File: config.mk
export PLATFORM = sky130hd
export DESIGN_NAME = sample_quantizer
export DESIGN_NICKNAME = d
export VERILOG_FILES = /design/src/common/gnss_pkg.sv /design/src/rtl/sample_quantizer.sv
export SDC_FILE = /design/constraint.sdc
export NUM_CORES = 1
export LEC_CHECK = 0
export BUFFER_PORTS_ARGS = -buffer_cell sky130_fd_sc_hd__buf_2
export CAP_MARGIN = 20
export CORE_AREA = 2 2 39 41
export DETAILED_ROUTE_END_ITERATION = 6
export DIE_AREA = 0 0 41 43
export GPL_TIMING_DRIVEN = 0
export MAX_ROUTING_LAYER = met4
export PLACE_DENSITY = 0.47
export SLEW_MARGIN = 25
export SYNTH_ARGS = -nofsm -noshare
export SYNTH_HDL_FRONTEND = slang
export SYNTH_SLANG_ARGS = --single-unit
export TNS_END_PERCENT = 20
File: constraint.sdc
create_clock -name adcclk -period 1.26 [get_ports adcclk]
set_input_delay 0.126 -clock adcclk [delete_from_list [all_inputs] [get_ports adcclk]]
set_output_delay 0.126 -clock adcclk [all_outputs]
set_load 0.01 [all_outputs]
File: src/common/gnss_pkg.sv
/* sample types, capture word and quantizer table for the gnss front end.
   rtl and testbench refer to these by gnss_pkg:: scoped names. */
package gnss_pkg;

    // one raw adc code per pin pair, offset binary from the front-end chip.
    typedef logic [1:0] adc_code_t;

    // one baseband level, two's complement.
    typedef logic signed [3:0] bb_sample_t;

    // imag sits in the upper nibble, real in the lower.
    typedef struct packed {
        bb_sample_t im;
        bb_sample_t re;
    } iq_pair_t;

    // the ram only sees the raw byte.
    // readout and checking decode the same byte as an iq pair.
    typedef union packed {
        logic [7:0] raw;
        iq_pair_t   iq;
    } capture_word_t;

    // decimation, keep one sample in dec+1.
    typedef logic [4:0] dec_t;

    // code to level map of the front-end chip.
    // codes 0..3 give -6, -2, +2, +6.
    localparam bb_sample_t QUANT_LUT [4] = '{
        -4'sd6,
        -4'sd2,
        4'sd2,
        4'sd6
    };

    // 32 samples per chip over 1023 chips.
    localparam int DEFAULT_EPOCH_LEN = 32 * 1023;

    // 64k capture words.
    localparam int DEFAULT_CAPT_DEPTH = 65536;

endpackage

File: src/rtl/sample_quantizer.sv
/* input register and 2-bit to 4-bit level map for the i and q adc pins.
   output stream is valid every cycle from the third cycle out of reset. */
`timescale 1ns/100ps

module sample_quantizer (
    input  logic                 adcclk,
    input  logic                 arst_n,
    input  gnss_pkg::adc_code_t  adc_i,
    input  gnss_pkg::adc_code_t  adc_q,
    output logic                 bb_valid,
    output gnss_pkg::bb_sample_t bb_imag,
    output gnss_pkg::bb_sample_t bb_real
);

    gnss_pkg::adc_code_t adc_i_reg;
    gnss_pkg::adc_code_t adc_q_reg;
    logic [1:0]          vld_pipe;

    // first stage, meant to land in the io registers.
    always_ff @(posedge adcclk) begin
        adc_i_reg <= adc_i;
        adc_q_reg <= adc_q;
    end

    // second stage, table lookup.
    // i pin goes to imag and q pin goes to real.
    always_ff @(posedge adcclk) begin
        bb_imag <= gnss_pkg::QUANT_LUT[adc_i_reg];
        bb_real <= gnss_pkg::QUANT_LUT[adc_q_reg];
    end

    // a one shifts in behind the two data stages.
    // so valid lines up with the first real quantized word.
    always_ff @(posedge adcclk or negedge arst_n) begin
        if (!arst_n) begin
            vld_pipe <= '0;
        end else begin
            vld_pipe <= {vld_pipe[0], 1'b1};
        end
    end

    assign bb_valid = vld_pipe[1];

    // the stream has no gaps once running.
    // downstream sample counting relies on this.
    a_valid_sticky: assert property (
        @(posedge adcclk) disable iff (!arst_n)
        bb_valid |=> bb_valid
    );

endmodule

Word-level counts from Yosys, hierarchy flattened
Index checks and enable logic that the tools add are counted.
- bits in registers: 14
- bits of input ports: 6
- output and inout port bits: 9
- word-level logic and storage cells: 15
- order comparisons: 2
- mux-type cells: 6
- bitwise logic cells: 2
- operators by type and width (operator ; number):
    binary-select mux 4 bit (select 2 bit) ; 2
    two-way mux 4 bit ; 4
    greater-or-equal comparator 3 bit (second input constant) ; 2
    NOT 2 -> 3 bit ; 2

Depth between registers and ports, before layout
- depth after elaboration: 4
- depth in mapped cells: 1
- mapped depth without buffers: 1

Worst setup path after synthesis
No wires, ideal clock.
- path kind: register to output
- start point: reg vld_pipe[1]
- end point: out bb_valid
- data arrival time: 0.376 ns
- data required time: 1.134 ns
- slack: 0.758 ns
- stages on the path, launching flop included: 1
- path buffers: 0
- cells stage by stage: dfrtp_1
- RTL lines (item ; line ; source):
    start, declared ; sample_quantizer.sv:17 ; logic [1:0] vld_pipe;
    start signal, assigned ; sample_quantizer.sv:38 ; vld_pipe <= {vld_pipe[0], 1'b1};
    end, declared ; sample_quantizer.sv:10 ; output logic bb_valid,
No word-level cell between the ends.

Final worst setup path
- start point: reg vld_pipe[1]
- end point: out bb_valid
No word-level cell between the ends.

==> results.md <==
* YS warnings at 0
* Final Power at 660 uW
* Share of layout cells above drive strength 1 at 0.450
* Core Rows at 14
* WS Path Type: reg -> out
* Status: finished clean
* Synth area leaders: dfxtp_1 63%, dfrtp_1 20%, buf_4 12%, conb_1 2.9%, inv_1 2.9%
* Core box area at 1380 um^2
* GR Overflow Total at 0
* PortBufs at 10
* Number of global-route vias before repair at 157
* Buf+Inv Stages, Crit Path at 1
* Main synth FF type: dfxtp_1
* Clock Skews at 0.000275 ns
* Setup TNS at 0 ns
* Worst Hold Class: in -> async
* RSZ-0062 raised after global routing: false
* Cells after synthesis at 18
* DRC viols at 0
* Final instance area at 423 um^2
* Crit. End Element: primary output
* Post-synthesis compound-gate area fraction at 0
* Worst-path clk slew at 0.06 ns
* Pin count of the biggest net entering global routing at 7
* TritonRoute pass-1 iters at 1
* Clock latency on the worst-skew pair at 0.26 ns
* Setup Buffers After CTS at 0
* IR drop worst, VDD at 0.274 mV
* First-pass GRT wire length at 517 um
* CTS Sinks at 10
* GRT Util Overall at 0.0537
* Lkg Pwr at 0.218 nW
* First DRT Iteration DRCs at 0
* Synth area leader: dfxtp_1
* Inserted Diodes at 0
* Max-Cap Viols at 0
* DR WL/cell at 6.50 um
* Worst-path maximum fanout at 1
* Cell area power density at 1560 nW/um^2
* Critical Path, Cell by Cell: buf_2
* Post-synthesis mux area share at 0
* Post-synthesis average cell area at 14.2 um^2
* Critical Path Source Type: flip-flop
* Synthesis-to-finish area growth at 65.7%
* Max stage delay on crit path at 0.35 ns
* #FFs+latches synth at 10
* Final #Nets at 47
* H-Tree Depth at 1
* Setup violators final at 0
* DR vias/cell at 2.89
* Final wirelength at 364 um
* Mapped cell area at 255 um^2
* Max Clk Rate at 1.16 GHz
* Synth Area in Adders at 0
* Synth top area share at 0.627
* DIE AREA at 1760 um^2
* Tmin final at 0.864 ns
* Core Util, Final at 0.306
* Simple-Gate Fraction of Synth Area at 0
* Clk buf depth at 2
* CP arrival at 0.74 ns
* CP delay by family, top: flip-flops
* Slew Viols, Final at 0
* Root buffer cell: clkbuf_4
* Largest family of logic cells by synthesized area: buffers and inverters
* Commonest cells post-synth: 8 x dfxtp_1, 4 x buf_4, 2 x conb_1, 2 x dfrtp_1, 2 x inv_1
* Post-synthesis xor/xnor area fraction at 0
* Vias at 162
* Die H at 43 um
* Antenna-violating nets left at 0
* Worst Path Required at 1.13 ns
* Slowest CP cell: dfrtp_1
* Final hold violation count at 0
* GP Congestion at 0.527
* Asr flop ratio synth at 0.200
* Total CTS buffers at 3
* Initial antenna violation count at 0
* TritonCTS clock tree: done
* Synth unique cells at 5
* Die width at 41 um
* IO Pins at 15
* Count leader, synth: dfxtp_1
* Post-synth EDFFs at 0
* Placed inst area at 337 um^2
* Sequential fraction of the synthesis area at 0.824
* Initial Util at 0.184
* Final Cycle Share at 0.686
-- layout by cell type (no fill, tap or decap) --
master | netlist | layout
buf_4 | 4 | 4
dlygate4sd3_1 | 0 | 5
buf_2 | 0 | 10
dfrtp_1 | 2 | 2
clkbuf_8 | 0 | 1
conb_1 | 2 | 5
dfxtp_1 | 8 | 8
inv_1 | 2 | 2
clkbuf_4 | 0 | 3
-- layer usage --
layer,share of wire,global-route usage,up-vias
met1,0.37,0.0390,65
met5,0,-,-
met4,0,0.100,0
li1,-,-,85
met3,0.16,0.0157,0
met2,0.47,0.0688,12
-- what timing repair did --
item,CTS,global route
hold buffers,5,0
endpoints found under the hold margin,6,0
resized for setup,0,0
-- cell type report --
cell class / instances / area [um^2]
buffer: 4 / 30.0
clock buffer: 4 / 36.3
fill: 149 / 961
inverter: 2 / 7.51
multi-input combinational: 5 / 18.8
sequential: 10 / 210
tap: 16 / 20.0
timing repair buffer: 15 / 100
-- logic make-up after synthesis --
kind of cell           count (synthesis)
DFF                                   10
buffers and inverters                  6
other                                  2
-- power breakdown --
part	total (mW)	leakage, nW	internal (mW)	switching (mW)
combinational	0.0484	0.106	0.0293	0.0191
sequential	0.337	0.0908	0.334	0.00343
clock	0.274	0.0210	0.175	0.0994
total	0.660	0.218	0.538	0.122
-- worst paths after layout --
path                              start          end  slack, ns  cells past startpoint
min reg2reg                adc_q_reg[0]   bb_real[2]       0.33                      0
max reg2reg                 vld_pipe[0]  vld_pipe[1]       0.80                      0
max in group asynchronous        arst_n  vld_pipe[0]       0.98                      2
min                              arst_n  vld_pipe[1]       0.18                      2
min in group adcclk        adc_q_reg[0]   bb_real[2]       0.33                      0
max                         vld_pipe[1]     bb_valid       0.40                      1
-- stage by stage --
| stage | cells | hold WS [ns] | setup slack, ns |
|---|---|---|---|
| after CTS | 56 | 0.168 | 0.383 |
| after detailed placement | 47 | -0.0870 | 0.672 |
| after floorplan | 21 | -0.170 | 0.758 |
| after global placement | 47 | -0.0882 | 0.669 |
| after global routing | 56 | 0.189 | 0.348 |
| final | 56 | 0.184 | 0.396 |
Note: power is estimated with default switching activity, not from simulation.
