**src/common/gnss_pkg.sv**
```systemverilog
/* sample types, capture word and quantizer table for the gnss front end.
   rtl and testbench refer to these by gnss_pkg:: scoped names. */
package gnss_pkg;

    // one raw adc code per pin pair, offset binary from the front-end chip.
    typedef logic [1:0] adc_code_t;

    // one baseband level, two's complement.
    typedef logic signed [3:0] bb_sample_t;

    // imag sits in the upper nibble, real in the lower.
    typedef struct packed {
        bb_sample_t im;
        bb_sample_t re;
    } iq_pair_t;

    // the ram only sees the raw byte.
    // readout and checking decode the same byte as an iq pair.
    typedef union packed {
        logic [7:0] raw;
        iq_pair_t   iq;
    } capture_word_t;

    // decimation, keep one sample in dec+1.
    typedef logic [4:0] dec_t;

    // code to level map of the front-end chip.
    // codes 0..3 give -6, -2, +2, +6.
    localparam bb_sample_t QUANT_LUT [4] = '{
        -4'sd6,
        -4'sd2,
        4'sd2,
        4'sd6
    };

    // 32 samples per chip over 1023 chips.
    localparam int DEFAULT_EPOCH_LEN = 32 * 1023;

    // 64k capture words.
    localparam int DEFAULT_CAPT_DEPTH = 65536;

endpackage

```
**src/rtl/epoch_timer.sv**
```systemverilog
/* sample counter that flags the last sample of every code epoch.
   epoch is combinational and coincides with the flagged sample. */
`timescale 1ns/100ps

module epoch_timer #(
    parameter int epoch_len = gnss_pkg::DEFAULT_EPOCH_LEN
) (
    input  logic adcclk,
    input  logic arst_n,
    input  logic bb_valid,
    output logic epoch
);

    // at least one bit even for a degenerate length.
    localparam int cnt_w = (epoch_len > 1) ? $clog2(epoch_len) : 1;
    localparam logic [cnt_w-1:0] last_cnt = cnt_w'(epoch_len - 1);

    logic [cnt_w-1:0] cnt;
    logic             wrap;

    // cnt holds the index of the current sample within its epoch.
    assign wrap = (cnt == last_cnt);

    always_ff @(posedge adcclk or negedge arst_n) begin
        if (!arst_n) begin
            cnt <= '0;
        end else if (bb_valid) begin
            if (wrap) begin
                cnt <= '0;
            end else begin
                cnt <= cnt + 1'b1;
            end
        end
    end

    // sample k carries epoch when k+1 is a multiple of epoch_len.
    assign epoch = bb_valid && wrap;

    // one cycle wide since the counter has moved on by the next sample.
    a_epoch_single: assert property (
        @(posedge adcclk) disable iff (!arst_n)
        epoch |=> !epoch
    );

endmodule

```
**config.mk**
```make
export PLATFORM = sky130hd
export DESIGN_NAME = epoch_timer
export DESIGN_NICKNAME = d
export VERILOG_FILES = /design/src/common/gnss_pkg.sv /design/src/rtl/epoch_timer.sv
export SDC_FILE = /design/constraint.sdc
export NUM_CORES = 1
export LEC_CHECK = 0
export ABC_AREA = 0
export BUFFER_PORTS_ARGS = -buffer_cell sky130_fd_sc_hd__clkbuf_2
export CELL_PAD_IN_SITES_DETAIL_PLACEMENT = 0
export CELL_PAD_IN_SITES_GLOBAL_PLACEMENT = 2
export CORE_AREA = 3 3 51 53
export DETAILED_ROUTE_END_ITERATION = 6
export DIE_AREA = 0 0 54 56
export PLACE_DENSITY = 0.72
export SKIP_CTS_REPAIR_TIMING = 1
export SLEW_MARGIN = 10
export SYNTH_ARGS = -nofsm -noshare
export SYNTH_HDL_FRONTEND = slang
export SYNTH_SLANG_ARGS = --single-unit
```
**constraint.sdc**
```tcl
create_clock -name adcclk -period 2 [get_ports adcclk]
set_input_delay 0 -clock adcclk [delete_from_list [all_inputs] [get_ports adcclk]]
set_output_delay 0 -clock adcclk [all_outputs]
set_load 0.05 [all_outputs]
```
* Word level (Yosys, flattened, before mapping) *
Cells that the tools add are included.

operators by class
  muxes and demuxes = 1
  $add $sub $neg = 1
  reduce and logical (&&, ||, !) cells = 1
  equal/unequal tests = 1

operators with widths
  kind                   number
  $add 15x1->15 const B  1
  $eq 15x15->1 const B   1
  $mux 15                1
  $logic_and 1x1->1      1

storage, ports and cells
  word-level logic and storage cells = 5
  bits of input ports = 3
  bits in registers = 15

* Longest topological paths before layout *
  depth after elaboration = 2
  gate-level depth with buffers = 6

* Worst setup path before layout *
OpenSTA, ideal clock, no wires.

  path type = reg-to-reg
  start = register cnt[0]
  end = register cnt[8]
  arrival = 1.675 ns
  path slack = 0.172 ns
  library setup time = 0.153 ns
  stages on the path, launching flop included = 6
  data required time = 1.847 ns
  path through = dfrtp_1 > ha_1 > nand4_1 > or4_4 > inv_1 > o221ai_1

on the way
  longest elaborated chain between the ends = 2

RTL lines
  item                                                  RTL line                              text
  start: declaration                                    epoch_timer.sv:18                     logic [cnt_w-1:0] cnt;
  start signal: assignment                              epoch_timer.sv:31                     cnt <= cnt + 1'b1;
  $add 15x1->15 / $eq 15x15->1 (equally long branches)  epoch_timer.sv:31, epoch_timer.sv:22
  $mux 15 (*)                                           epoch_timer.sv:28                     if (wrap) begin

Mark *: on every way between the ends. The rest lies on a longest branch, timed or not.
A chain may end at the register's enable or synchronous reset.

* Worst setup path in the final report *
  start = register cnt[1]
  end = output port epoch

on the way
  longest elaborated chain between the ends = 2

RTL lines
  item               RTL line           text
  $eq 15x15->1       epoch_timer.sv:22  assign wrap = (cnt == last_cnt);
  $logic_and 1x1->1  epoch_timer.sv:37  assign epoch = bb_valid && wrap;
  end: declaration   epoch_timer.sv:11  output logic epoch

No other way between the ends.

==> summary.txt <==
Status
  • Run status: finished clean

Yosys
  • Main flop type after synthesis: dfrtp_1
  • Most common cell in the netlist: dfrtp_1
  • Yosys top cell area share: 46.0%
  • Post-synth EDFFs: 0
  • Ranking of synthesized cells by area: dfrtp_1 (46%), xnor2_1 (7.5%), nand3_1 (4.9%)
  • Synth area leader: dfrtp_1
  • Cell Area, Synth: 816 sq um
  • #FFs+latches synth: 15
  • Synth warn: 0
  • Mapped Nets: 87
  • Netlist cell types: 33
  • Synth Area per Inst: 9.83 sq um
  • Top cells by count, synth: dfrtp_1 (15), nand3_1 (8), nor2_1 (7), xnor2_1 (7)
  • Async S/R FF share, synth: 100%
  • Seq/Total Area, Yosys: 46.0%
  • Synthesized instance count: 83

Cells and area
  • Largest Register: cnt
  • Fill count: 220
  • Layout Nets: 94
  • P&R area growth vs syn: 9.51%
  • Fin cells: 117
  • Storage element area: 377 sq um
  • Share of cells above drive strength 1: 18.0%
  • Largest register FFs: 15
  • Antenna diode count: 0
  • Finished Core Util: 40.8%
  • Largest regs: cnt (15)
  • Multi-input gate area: 402 sq um

Critical path
  • WP data required: 2000 ps
  • CP Max Fanout: 5
  • Arr. time, crit path: 1870 ps
  • Kind of critical path: reg -> out
  • Reg-to-Reg Start: cnt[1]
  • Worst setup path start: cnt[1]
  • Setup crit start kind: flip-flop
  • CP Capture Type: output pin

Floorplanning
  • I/O pin count: 4
  • Die area: 3020 sq um
  • Row Count: 17
  • Core outline area: 2190 sq um
  • Die width: 54 um
  • Initial Utilization: 37.2%
  • Die Y: 56 um

STA
  • RSZ-0062 raised after global routing: no
  • Hold Vio Cnt, Final: 0
  • Fin crit share: 93.6%
  • Headroom to the max-slew limit: 64.8%
  • Worst-Margin Slew: 523 ps
  • Clock Skews: 2.33 ps
  • # setup viols final: 0
  • Tmin final: 1870 ps
  • Setup TNS: 0 ps
  • Max-slew violations: 0
  • FMAX: 534 MHz

Pwr
  • Clock power frac: 23.1%
  • Seq pwr share: 57.5%
  • Pint: 0.513 mW
  • Pleak: 0.384 nW
  • Sw Share: 33.7%
  • Pwr Total: 0.774 mW
  • Combinational cell fraction of total power: 19.5%
  • Peak supply drop: 0.480 mV
  • Sw power: 0.261 mW
  • Power per standard cell area: 866 nW/um^2

Global route
  • GRT overflow: 0
  • Largest net degree at the start of global routing: 16
  • Total Routing Usage GR: 12.8%
  • Initial antenna violation count: 0
  • Global-route wire length before repair: 2.76 mm
  • Vias in the first global route: 584

Placed design
  • Dpl cells: 112
  • Buffers on Ports: 3
  • HPWL Detailed: 1.17 mm
  • Gp weighted congestion: 0.683

Clock tree
  • Clock buffer depth: 2
  • CTS Buf Count: 3
  • CTS root buf: clkbuf_4
  • Clock transition at the registers of the reported paths: 90 ps
  • Num Clock Sinks: 15
  • Worst-Skew Late Latency: 290 ps
  • TritonCTS clock tree: done
  • H-tree Lvls: 1

Route
  • Via density: 5.23
  • Initial drt markers: 4
  • Detailed-router iteration count before antenna repair: 5
  • Avg WL per Cell: 13.5 um
  • Antenna Nets Post-Route: 0
  • Total Wirelength: 1.58 mm
  • DRC: 0
  • Vias: 612

Worst hold path
  • Hold_sp: bb_valid
  • HP Class: in -> reg

Job
  • Max_cap viols: 0
## power by group through the flow
| stage | registers, mW | logic [mW] | clock network, mW |
|---|---|---|---|
| finish | 0.444 | 0.151 | 0.179 |
| detailed placement | 0.450 | 0.151 | 0 |
| CTS | 0.444 | 0.152 | 0.187 |
| floorplan | 0.419 | 0.148 | 0 |
| global route | 0.463 | 0.173 | 0.201 |
| global placement | 0.451 | 0.154 | 0 |
## final timing paths
kind                           end  depth (start not counted)  slack (ps)
max                          epoch                          5         130
min                         cnt[0]                          2           2
max reg2reg                cnt[13]                          4         300
min reg2reg                 cnt[3]                          1         550
max in group asynchronous   cnt[0]                          2        1550
min in group asynchronous  cnt[10]                          2         150
## logic make-up (layout without fill, tap and decap cells)
group	Yosys count	after routing	synth area share, %
and+or+nand+nor	41	41	30.2
DFF	15	15	46.0
AOI/OAI and AO/OA	9	9	7.82
xor gates and xnor gates	9	9	9.66
buffers and inverters	8	14	4.75
adders and majority gates	1	1	1.53
## worst max-delay path, cell delays in order (launching register included)
cell      delay (ps)
dfrtp_1          410
ha_1             220
nand4_1          160
or4_4            470
inv_1             90
clkbuf_4         220
## layer usage
| layer | vias to the layer above | GRT usage (%) | routed length [um] |
|---|---|---|---|
| li1 | 315 | - | - |
| met1 | 287 | 17.5 | 757 |
| met2 | 6 | 17.6 | 745 |
| met3 | 4 | 3.22 | 43 |
| met4 | 0 | 7.47 | 33 |
| met5 | - | 0 | 0 |
## final cells by class
class	count	area share [%]
repair buffers	5	3.92
flip-flops and latches	15	42.2
inverters	5	2.10
well taps	28	3.92
clock buffers	4	2.94
multi-input cells	60	45.0
## cells in the final DEF (no fill, tap or decap), drive strengths merged, types with 3 or more instances in the layout
| master | count |
|---|---|
| nand2 | 5 |
| nor4 | 4 |
| nand3 | 8 |
| o21ai | 3 |
| nor2 | 8 |
| clkbuf | 7 |
| dfrtp | 15 |
| inv | 5 |
| xnor2 | 7 |
| nand4 | 4 |
## through the flow
step	setup slack (ps)	hold slack (ps)	instance area [sq um]
floorplan	172	-296	816
global placement	270	-58.4	853
detailed placement	282	-60.5	853
CTS	40.4	-383	880
global route	30.9	39.4	893
finish	127	2.17	893
(Power assumes the default switching activity.)
