**src/common/gnss_pkg.sv**
```systemverilog
/* sample types, capture word and quantizer table for the gnss front end.
   rtl and testbench refer to these by gnss_pkg:: scoped names. */
package gnss_pkg;

    // one raw adc code per pin pair, offset binary from the front-end chip.
    typedef logic [1:0] adc_code_t;

    // one baseband level, two's complement.
    typedef logic signed [3:0] bb_sample_t;

    // imag sits in the upper nibble, real in the lower.
    typedef struct packed {
        bb_sample_t im;
        bb_sample_t re;
    } iq_pair_t;

    // the ram only sees the raw byte.
    // readout and checking decode the same byte as an iq pair.
    typedef union packed {
        logic [7:0] raw;
        iq_pair_t   iq;
    } capture_word_t;

    // decimation, keep one sample in dec+1.
    typedef logic [4:0] dec_t;

    // code to level map of the front-end chip.
    // codes 0..3 give -6, -2, +2, +6.
    localparam bb_sample_t QUANT_LUT [4] = '{
        -4'sd6,
        -4'sd2,
        4'sd2,
        4'sd6
    };

    // 32 samples per chip over 1023 chips.
    localparam int DEFAULT_EPOCH_LEN = 32 * 1023;

    // 64k capture words.
    localparam int DEFAULT_CAPT_DEPTH = 65536;

endpackage

```
**src/capture/capture_ctrl.sv**
```systemverilog
/* capture FSM: arm on start, align to the next epoch, decimate into the ram,
   then drain the ram in write order over a valid/ready port. */
`timescale 1ns/100ps

module capture_ctrl #(
    parameter int capt_depth = gnss_pkg::DEFAULT_CAPT_DEPTH
) (
    input  logic                          adcclk,
    input  logic                          arst_n,
    input  logic                          start,
    input  gnss_pkg::dec_t                dec,
    input  logic                          bb_valid,
    input  gnss_pkg::bb_sample_t          bb_imag,
    input  gnss_pkg::bb_sample_t          bb_real,
    input  logic                          epoch,
    input  gnss_pkg::capture_word_t       rd_data,
    input  logic                          cap_ready,
    output logic                          busy,
    output logic                          done,
    output logic                          wr_en,
    output logic [$clog2(capt_depth)-1:0] wr_addr,
    output gnss_pkg::capture_word_t       wr_data,
    output logic                          rd_en,
    output logic [$clog2(capt_depth)-1:0] rd_addr,
    output logic                          cap_valid,
    output gnss_pkg::capture_word_t       cap_data
);

    localparam int aw = $clog2(capt_depth);
    localparam logic [aw-1:0] last_addr = aw'(capt_depth - 1);

    localparam logic [1:0] st_idle  = 2'd0;
    localparam logic [1:0] st_armed = 2'd1;
    localparam logic [1:0] st_fill  = 2'd2;
    localparam logic [1:0] st_drain = 2'd3;

    logic [1:0]     state;
    gnss_pkg::dec_t dec_lat;
    gnss_pkg::dec_t dec_cnt;
    logic [aw-1:0]  addr;
    logic           rd_last;
    logic           last_take;

    assign busy = (state != st_idle);

    // fill and drain never overlap, so one pointer serves both ports.
    assign wr_addr = addr;
    assign rd_addr = addr;

    // store when the decimation count has run down.
    assign wr_en = (state == st_fill) && bb_valid && (dec_cnt == '0);

    always_comb begin
        wr_data.iq.im = bb_imag;
        wr_data.iq.re = bb_real;
    end

    // the ram output register is the output word.
    // a read only goes out when that word is empty or leaving this cycle.
    assign rd_en     = (state == st_drain) && !rd_last && (!cap_valid || cap_ready);
    assign cap_data  = rd_data;
    // rd_last set means the word on the port is the final one.
    assign last_take = rd_last && cap_valid && cap_ready;

    always_ff @(posedge adcclk or negedge arst_n) begin
        if (!arst_n) begin
            state     <= st_idle;
            dec_lat   <= '0;
            dec_cnt   <= '0;
            addr      <= '0;
            rd_last   <= 1'b0;
            cap_valid <= 1'b0;
            done      <= 1'b0;
        end else begin
            case (state)
                st_idle: begin
                    // dec is latched only here.
                    if (start) begin
                        state   <= st_armed;
                        dec_lat <= dec;
                        done    <= 1'b0;
                    end
                end
                st_armed: begin
                    // the epoch sample itself is skipped and the next one is stored.
                    if (epoch) begin
                        state   <= st_fill;
                        dec_cnt <= '0;
                    end
                end
                st_fill: begin
                    if (bb_valid) begin
                        if (dec_cnt == '0) begin
                            dec_cnt <= dec_lat;
                            if (addr == last_addr) begin
                                addr  <= '0;
                                state <= st_drain;
                            end else begin
                                addr <= addr + 1'b1;
                            end
                        end else begin
                            dec_cnt <= dec_cnt - 1'b1;
                        end
                    end
                end
                st_drain: begin
                    if (rd_en) begin
                        cap_valid <= 1'b1;
                        if (addr == last_addr) begin
                            addr    <= '0;
                            rd_last <= 1'b1;
                        end else begin
                            addr <= addr + 1'b1;
                        end
                    end else if (cap_ready) begin
                        cap_valid <= 1'b0;
                    end
                    // final handshake closes the capture.
                    if (last_take) begin
                        state   <= st_idle;
                        rd_last <= 1'b0;
                        done    <= 1'b1;
                    end
                end
                default: begin
                    state <= st_idle;
                end
            endcase
        end
    end

    // a stalled word stays put until taken.
    a_stall_hold: assert property (
        @(posedge adcclk) disable iff (!arst_n)
        (cap_valid && !cap_ready) |=> (cap_valid && $stable(cap_data))
    );

    // pointer stays inside the ram even for depths that are not a power of two.
    a_addr_range: assert property (
        @(posedge adcclk) disable iff (!arst_n)
        int'(addr) < capt_depth
    );

endmodule

```
**config.mk**
```make
export PLATFORM = sky130hd
export DESIGN_NAME = capture_ctrl
export DESIGN_NICKNAME = d
export VERILOG_FILES = /design/src/common/gnss_pkg.sv /design/src/capture/capture_ctrl.sv
export SDC_FILE = /design/constraint.sdc
export NUM_CORES = 1
export LEC_CHECK = 0
export BUFFER_PORTS_ARGS = -buffer_cell sky130_fd_sc_hd__buf_2
export CAP_MARGIN = 30
export CORE_ASPECT_RATIO = 0.7
export CORE_MARGIN = 4
export CORE_UTILIZATION = 43
export CTS_BUF_LIST = sky130_fd_sc_hd__clkbuf_16
export DETAILED_ROUTE_END_ITERATION = 6
export PLACE_DENSITY_LB_ADDON = 0.1
export SETUP_SLACK_MARGIN = 0.3
export SYNTH_ARGS = -nofsm -noshare
export SYNTH_HDL_FRONTEND = slang
export SYNTH_SLANG_ARGS = --single-unit
```
**constraint.sdc**
```tcl
create_clock -name adcclk -period 1.77 [get_ports adcclk]
set_input_delay 0.177 -clock adcclk [delete_from_list [all_inputs] [get_ports adcclk]]
set_output_delay 0.177 -clock adcclk [all_outputs]
set_load 0.05 [all_outputs]
```
## Word level (Yosys, flattened, before mapping)

Index checks and enable logic that the tools add are counted.

- $add $sub $neg: 2
- Equal/unequal tests: 11
- Multiplexer cells: 24
- Reductions and logical operators: 25

Operators by type and width:

| cell | number |
|---|---|
| $mux 16 | 4 |
| $pmux 16 s2 | 1 |
| $add 16x1->16 const B | 1 |
| $eq 16x16->1 const B | 1 |
| $mux 5 | 3 |
| $reduce_bool 2->1 | 7 |
| $mux 2 | 6 |
| $ne 2x2->1 const B | 5 |
| $pmux 5 s2 | 1 |
| $reduce_and 3->1 | 3 |
| $pmux 2 s4 | 1 |
| $mux 1 | 7 |
| $logic_and 1x1->1 | 6 |
| $reduce_and 6->1 | 1 |
| $logic_not 5->1 | 1 |
| $sub 5x1->5 const B | 1 |
| $eq 2x2->1 const B | 2 |
| $ne 2x1->1 const B | 2 |
| $reduce_and 2->1 | 2 |
| $reduce_and 4->1 | 1 |
| $eq 2x1->1 const B | 1 |
| $logic_not 1->1 | 2 |
| $logic_not 2->1 | 1 |
| $pmux 1 s2 | 1 |
| $logic_or 1x1->1 | 1 |

- Register bits: 31
- Output and inout bits: 53
- Logic and storage cells: 69

## Logic depth before layout (Yosys ltp)

Gate-level depths: netlist of run 1.

- Depth after elaboration: 5
- Mapped depth: 8
- Depth with buffers taken out: 7

## Worst setup path after synthesis of run 1

OpenSTA, ideal clock, no wires.

- Kind: flip-flop to output port
- Start point: reg state[0]
- End point: out rd_en
- Arrival: 1,899 ps
- Data required time: 1,593 ps
- Path slack: -306 ps
- Cell stages (with the launch flop): 5
- Buffers on the path: 1
- Cell sequence: dfrtp_1 ha_1 clkbuf_1 inv_1 nor3_1

- Longest elaborated chain between the ends: 3

RTL lines:

| element | line | RTL |
|---|---|---|
| start: declaration | capture_ctrl.sv:37 | `logic [1:0] state;` |
| start signal: assignment | capture_ctrl.sv:67 | `state <= st_idle;` |
| start signal: assignment | capture_ctrl.sv:79 | `state <= st_armed;` |
| start signal: assignment | capture_ctrl.sv:87 | `state <= st_fill;` |
| $eq 2x2->1 | capture_ctrl.sv:60 | `assign rd_en = (state == st_drain) && !rd_last && (!cap_valid \|\| cap_ready);` |
| $logic_and 1x1->1 (2 in a row) | capture_ctrl.sv:60 |  |
| end: declaration | capture_ctrl.sv:23 | `output logic rd_en,` |

Every way passes these cells.

## Worst setup path after layout of run 1

- Start point: reg dec_cnt[0]
- End point: reg state[1]

- Longest elaborated chain between the ends: 3

RTL lines:

| element | line | RTL |
|---|---|---|
| start: declaration | capture_ctrl.sv:39 | `gnss_pkg::dec_t dec_cnt;` |
| start signal: assignment | capture_ctrl.sv:94 | `dec_cnt <= dec_lat;` |
| start signal: assignment | capture_ctrl.sv:102 | `dec_cnt <= dec_cnt - 1'b1;` |
| $logic_not 5->1 | capture_ctrl.sv:93 | `if (dec_cnt == '0) begin` |
| $ne 2x1->1 (no source line) | n/a |  |
| $reduce_and 6->1 (no source line) | n/a |  |
| end signal: assignment | capture_ctrl.sv:87 |  |
| end signal: assignment | capture_ctrl.sv:97 | `state <= st_drain;` |
| end signal: assignment | capture_ctrl.sv:120 | `state <= st_idle;` |

Every way passes these cells.
A chain may end at the register's enable or synchronous reset.

==> metrics.md, run 1 <==
| Metric | Value |
|---|---|
| Cells along the critical path | inv_2 > ha_4 > nor4b_4 > buf_4 > buf_6 > nand4_1 > a21oi_2 > mux2_4 |
| IO Pins | 80 |
| CP endpoint kind | register |
| Worst EP arrival | about 2.0 ns |
| P per Cell Area | about 1800 nW/um^2 |
| Post-Synthesis Cells | 199 |
| Cell variety after synth | 36 |
| Hold Crit Depth | 2 |
| Met3 usage | 0.0508 |
| Via count | between 1500 and 2000 |
| CTS tree | yes |
| VDD IR max | 0.967 mV |
| Worst Hold Class | in -> reg |
| Slew Viols, Final | 0 |
| Number of cells on the critical path | 8 |
| Number of global-route vias before repair | 1559 |
| Crit Path Max Fanout | 2 |
| CP Launch Type | register |
| Endpoints failing setup | 2 |
| Total Wirelength | about 4800 um |
| Synth warn | 0 |
| Skew final | 0.00436 ns |
| Vias/cell | 5.28 |
| Final HPWL DP | 3310 um |
| H-Tree Depth | 2 |
| Port Buf Inserts | 47 |
| Register area share after synthesis | 0.413 |
| Status | finished with violations |
| Die width | 87.0 um |
| GR met1 Demand/Resource | 0.235 |
| Clk_lat worst skew | around 0.27 ns |
| DP Cell Count | between 200 and 300 |
| Remaining antenna violation count | 0 |
| Synth area leader | dfrtp_1 |
| DIE AREA | 5500 sq um |
| Synth top cells by count | buf_4, dfrtp_1, nand2_1 |
| Failing checks | negative setup slack |
| GRT Resource Usage Total | 0.173 |
| Post-synth EDFFs | 0 |
| Cell row count | 19 |
| CTS Buf Count | 5 |
| Average wire per standard cell | 15.8 um |
| Max-cap viol count | 0 |
| Slowest cell on the critical path | dfrtp_1 |
| Proportion of layout cells with a drive suffix above 1 | 0.619 |
| First-pass GRT wire length | 7620 um |
| Pwr Total | 4.68 mW |
| CORE AREA | 4070 sq um |
| Final Hold Fails | 0 |
| Largest net degree at the start of global routing | 32 |
| Starting Density | 0.462 |
| DR iter-0 viols | between 40 and 50 |
| Clock sinks | 31 |
| Clock root cell | clkbuf_16 |
| DRT Pass-1 Iters | 4 |
| Total congestion overflow | 0 |
| Fmax | 0.550 GHz |
| Most frequent cell after synthesis | buf_4 |
| RSZ-0062 raised after global routing | yes |
| Critical Path RT | between 1.5 and 2 ns |
| Layout area overhead | 41.1% |
| Antenna violations before repair | 0 |
| # DRC | 0 |
| ANT cells | 0 |
| Die Height | 63.3 um |
| Reg clk slew, reported paths | 0.05 ns |
| Slowest cell delay on critical path | approximately 0.40 ns |
| GR Layer Usage met2 | 0.261 |
| Main synth FF type | dfrtp_1 |
| Sum Neg Setup Slack | -0.0853 ns |
| Finished Core Util | 0.652 |
| Post-synth ARST share | 1.00 |
| Final-stage net count | 285 |
| Minimum clock period | 1.82 ns |
| Max-Slew Margin vs Limit | 0.518 |
| Layout Cells excl Fill | 304 |
| Crit path kind | reg -> reg |
| Synthesized area per cell | roughly 9.4 sq um |
| CTS max path bufs | 2 |
| Family with the most delay on the worst path | flip-flops |
| Mapped Area | 1880 sq um |
| Pleak | ~1.3 nW |
| Flops & latches, synth | 31 |
| Final Cycle Share | 1.03 |
| Main area contributors after synthesis | dfrtp_1, buf_4, ha_1 |
| GP Congestion | just under 0.8 |
| Synthesized Nets | 233 |
| R2r worst-path depth | 8 |
| Crit path buf inv count | 3 |
| Busiest grt layer | met2 |
| Worst Tran Pin Value | around 0.72 ns |
| Synth top area share | 0.413 |
| Setup ws final | -0.0481 ns |
-- state kept, by name (all words and copies together), names as in the netlist --
signal	flops
dec_cnt	5
dec_lat	5
rd_addr	16
rd_last	1
cap_valid	1
done	1
state	2
-- through the flow --
stage | setup WS [ns] | area, sq um | hold slack, ns
floorplan | -0.0125 | 2000 | -0.119
global placement | -0.0415 | 2140 | 0.270
detailed placement | -0.0782 | 2140 | 0.265
CTS | -0.0447 | 2440 | 0.136
global route | -0.119 | 2650 | 0.147
finish | -0.0481 | 2650 | 0.135
-- report_power, final --
part | internal, mW | switching [mW] | total, mW
logic | 1.24 | 1.48 | 2.73
clock network | 0.512 | 0.300 | 0.812
registers | 0.911 | 0.231 | 1.14
total | 2.67 | 2.01 | 4.68
-- layout make-up --
type	instances	area, sq um
Fill cell	317	1420
Multi-Input combinational cell	125	1070
Sequential cell	31	792
Timing Repair Buffer	81	549
Clock buffer	5	125
Tap cell	52	65.1
Inverter	7	30.0
Clock inverter	3	15.0
-- what timing repair did --
item                                   4_1_cts  5_1_grt
hold buffers                                 1        0
resized for setup                           33       30
setup endpoints to repair                   31       28
buffers inserted                             5       12
pin swaps                                   16       15
endpoints found under the hold margin       31        0
-- path summary, 6_finish.rpt --
kind / start / slack, ns / end
setup / recovery: dec_cnt[0] / -0.05 / state[1]
hold / removal: dec[2] / 0.13 / dec_lat[2]
setup reg to reg: dec_cnt[0] / -0.05 / state[1]
hold reg to reg: cap_valid / 0.50 / rd_last
max in group asynchronous: arst_n / 0.75 / rd_addr[10]
min in group asynchronous: arst_n / 0.51 / cap_valid
-- cell families after synthesis --
kind of cell	after synthesis	synth area share
AOI/OAI and AO/OA	36	0.119
and+or+nand+nor	68	0.193
adders and majority gates	7	0.0467
buffers and inverters	43	0.153
DFF	31	0.413
xor gates and xnor gates	7	0.0327
muxes	7	0.0420
-- cells in the final DEF (no fill, tap or decap), types with 6 or more instances in the layout --
master	count
dfrtp_2	13
nand2_1	10
buf_6	9
buf_2	44
buf_4	25
dfrtp_1	18
o21ai_1	7
nor2_1	9
a22o_1	6
nand3_1	6
-- metal layers --
metal,wire [um],up-vias
li1,-,762
met1,2150,770
met2,2230,50
met3,289,24
met4,121,0
met5,0,-
Power figures use the tool's default switching activity.
==> inputs of run 2 (changes only) <==
- ABC_AREA: not set -> 1
- CORE_UTILIZATION: 43 -> 45
==> run 2 against run 1 <==
The run now ends clean. Final cell count increased by 23%. Die area increased by 7.0%. First-iteration DRC count increased by 87%. Utilization is 0.81 points lower. Worst hold slack worse by 0.0089 ns. Routed wire length grew 4.4%. Via count up 15%. Sequential share of layout area is 2.2 points lower. Count of clock-buffer cells in the layout unchanged. Power increased by 12%.
==> metrics.md, run 2 <==
| Metric | Value |
|---|---|
| Status | finished clean |
| Commonest cells after routing, fill and taps aside | nand2_1, buf_2, inv_1, dfrtp_1, buf_4 |
| Worst Hold Class | in -> reg |
| Endpoints failing setup | 0 |
| Cells along the critical path | inv_2 > ha_4 > nand3_4 > nor3_4 > buf_6 |
| VDD IR max | ~1.0 mV |
| Number of cells on the critical path | 5 |
| CP endpoint kind | primary output |
| Crit Path Max Fanout | 5 |
| DRT Pass-1 Iters | 4 |
| Clock root cell | clkbuf_16 |
| Via count | 1853 |
| Number of global-route vias before repair | 1571 |
| Largest net degree at the start of global routing | 32 |
| Max-cap viol count | 0 |
| Max-Slew Margin vs Limit | 0.526 |
| Slowest cell on the critical path | dfrtp_1 |
| CORE AREA | 4430 sq um |
| P per Cell Area | 1840 nW/um^2 |
| Die Height | between 60 and 70 um |
| Slew Viols, Final | 0 |
| Family with the most delay on the worst path | flip-flops |
| GRT Resource Usage Total | 0.163 |
| Antenna violations before repair | 0 |
| Total Wirelength | 5010 um |
| Worst setup path endpoint | wr_en |
| Port Buf Inserts | 47 |
| Average wire per standard cell | 13.4 um |
| Layout Cells excl Fill | 373 |
| GP Congestion | 0.755 |
| Filler cell count | between 300 and 400 |
| Proportion of layout cells with a drive suffix above 1 | 0.465 |
| Final Hold Fails | 0 |
| Critical Path Source | dec_cnt[0] |
| First-pass GRT wire length | 7510 um |
| Remaining antenna violation count | 0 |
| Clock sinks | 31 |
| Main synth FF type | dfrtp_1 |
| Pleak | 1.42 nW |
| H-Tree Depth | 2 |
| Sequential Area | 790 sq um |
| Synth top area share | 0.366 |
| Leading cell type in the layout, fill and taps excluded | nand2_1 |
| Clk_lat worst skew | 0.28 ns |
| Hold_sp | dec[3] |
| Starting Density | 0.478 |
| Place WS | 0.102 ns |
| Final-stage net count | ~350 |
| Minimum clock period | around 1.6 ns |
| Worst EP arrival | 1.39 ns |
| Skew final | 0.00685 ns |
| IO Pins | 80 |
| DR iter-0 viols | 84 |
| CTS Buf Count | 5 |
| Setup ws final | 0.207 ns |
| Crit path kind | reg -> out |
| Flops & latches, synth | 31 |
| Fmax | approximately 0.64 GHz |
| Post-synth EDFFs | 0 |
| R2R setup slack | 0.26 ns |
| Cell row count | 20 |
| DIE AREA | between 5000 and 6000 sq um |
| Synth warn | 0 |
| R2r worst-path depth | 10 |
| Synth top cells by count | nand2_1, buf_4, dfrtp_1 |
| Final Cycle Share | 0.883 |
| Synthesized Nets | 303 |
| ANT cells | 0 |
| # DRC | 0 |
| Die width | 90.0 um |
| Total congestion overflow | 0 |
| Synthesized area per cell | 7.87 sq um |
| Register area share after synthesis | 0.366 |
| Post-Synthesis Cells | 269 |
| Slowest cell delay on critical path | 0.40 ns |
| Crit path buf inv count | 2 |
| Vias/cell | approximately 5 |
| Worst Tran Pin Value | 0.711 ns |
| Post-synth ARST share | 1.00 |
| RSZ-0062 raised after global routing | yes |
| Worst r2r dst | state[1] |
| Most frequent cell after synthesis | nand2_1 |
| Area taken by multi-input logic gates | 1150 sq um |
| Critical Path RT | roughly 1.6 ns |
| Mapped Area | 2120 sq um |
| Reg clk slew, reported paths | about 0.060 ns |
| DP Cell Count | 341 |
| Cell variety after synth | 28 |
| Sum Neg Setup Slack | 0 ns |
| Layout area overhead | 34.6% |
| CTS max path bufs | 2 |
| Worst r2r src | state[0] |
| Main area contributors after synthesis | dfrtp_1, buf_4, nand2_1 |
| Largest register FFs | 16 |
| CP Launch Type | register |
| CTS tree | yes |
| Synth area leader | dfrtp_1 |
| Final HPWL DP | 3330 um |
[run 2: cell count changes in the layout (fill, tap and decap cells not counted), moves of 5 or more]
cell     change
nand2_1     +49
inv_1       +18
nand2_2      +8
nand3_1      +7
a22o_1       -6
buf_4        -6
nor2_1       +6
xor2_1       +6
o21ai_0      +5
[run 2: where the power goes]
part | internal [mW] | switching, mW | total, mW | leakage [nW]
sequential | 0.917 | 0.208 | 1.13 | 0.388
combinational | 1.27 | 1.71 | 2.98 | 0.939
clock | 0.806 | 0.327 | 1.13 | 0.0900
total | 3.00 | 2.24 | 5.24 | 1.42
[run 2: layout make-up]
class	count	share of cell area
multi-input combinational	173	0.403
sequential	31	0.277
timing repair buffer	74	0.183
inverter	32	0.0461
clock buffer	5	0.0439
tap	55	0.0241
clock inverter	3	0.0237
[run 2: logic make-up (layout without fill, tap and decap cells)]
group / Yosys count / after routing / synth area share
xor+xnor: 10 / 10 / 0.0413
compound gates: 26 / 26 / 0.0697
buf+inv: 66 / 114 / 0.178
fa+ha+maj: 7 / 7 / 0.0413
mux: 4 / 4 / 0.0213
flops: 31 / 31 / 0.366
simple gates: 125 / 126 / 0.282
[run 2: timing repair]
| action | in CTS | in global routing |
|---|---|---|
| hold buffers | 1 | 0 |
| pin swaps | 7 | 6 |
| endpoints found under the hold margin | 31 | 0 |
| buffers inserted | 13 | 8 |
| gates resized for setup | 23 | 27 |
| gates cloned | 0 | 2 |
| setup endpoints to repair | 25 | 30 |
[run 2: through the flow]
| step | hold WS, ns | area (sq um) | power (mW) | utilization |
|---|---|---|---|---|
| 2_1_floorplan | -0.119 | 2190 | 2.88 | - |
| 3_3_place_gp | 0.280 | 2260 | 3.14 | 0.511 |
| 3_5_place_dp | 0.279 | 2260 | 3.16 | 0.511 |
| 4_1_cts | 0.126 | 2650 | 4.71 | 0.597 |
| 5_1_grt | 0.129 | 2850 | 5.52 | 0.644 |
| 6_report | 0.126 | 2850 | 5.24 | 0.644 |
[run 2: how the worst min path moves through the flow]
stage          cells after the start    endpoint  slack (ns)
6_report                           2  dec_lat[3]        0.13
4_1_cts                            2  dec_lat[1]        0.13
3_5_place_dp                       1  dec_cnt[0]        0.28
3_3_place_gp                       1  dec_cnt[0]        0.28
5_1_grt                            2  dec_lat[1]        0.13
2_1_floorplan                      0   cap_valid       -0.12
[run 2: routing by layer]
metal	GRT usage	routed length (um)	vias up
met3	0.0503	267	10
met2	0.230	2000	61
met4	0.0592	54	0
met5	0	0	-
li1	-	-	922
met1	0.234	2680	860
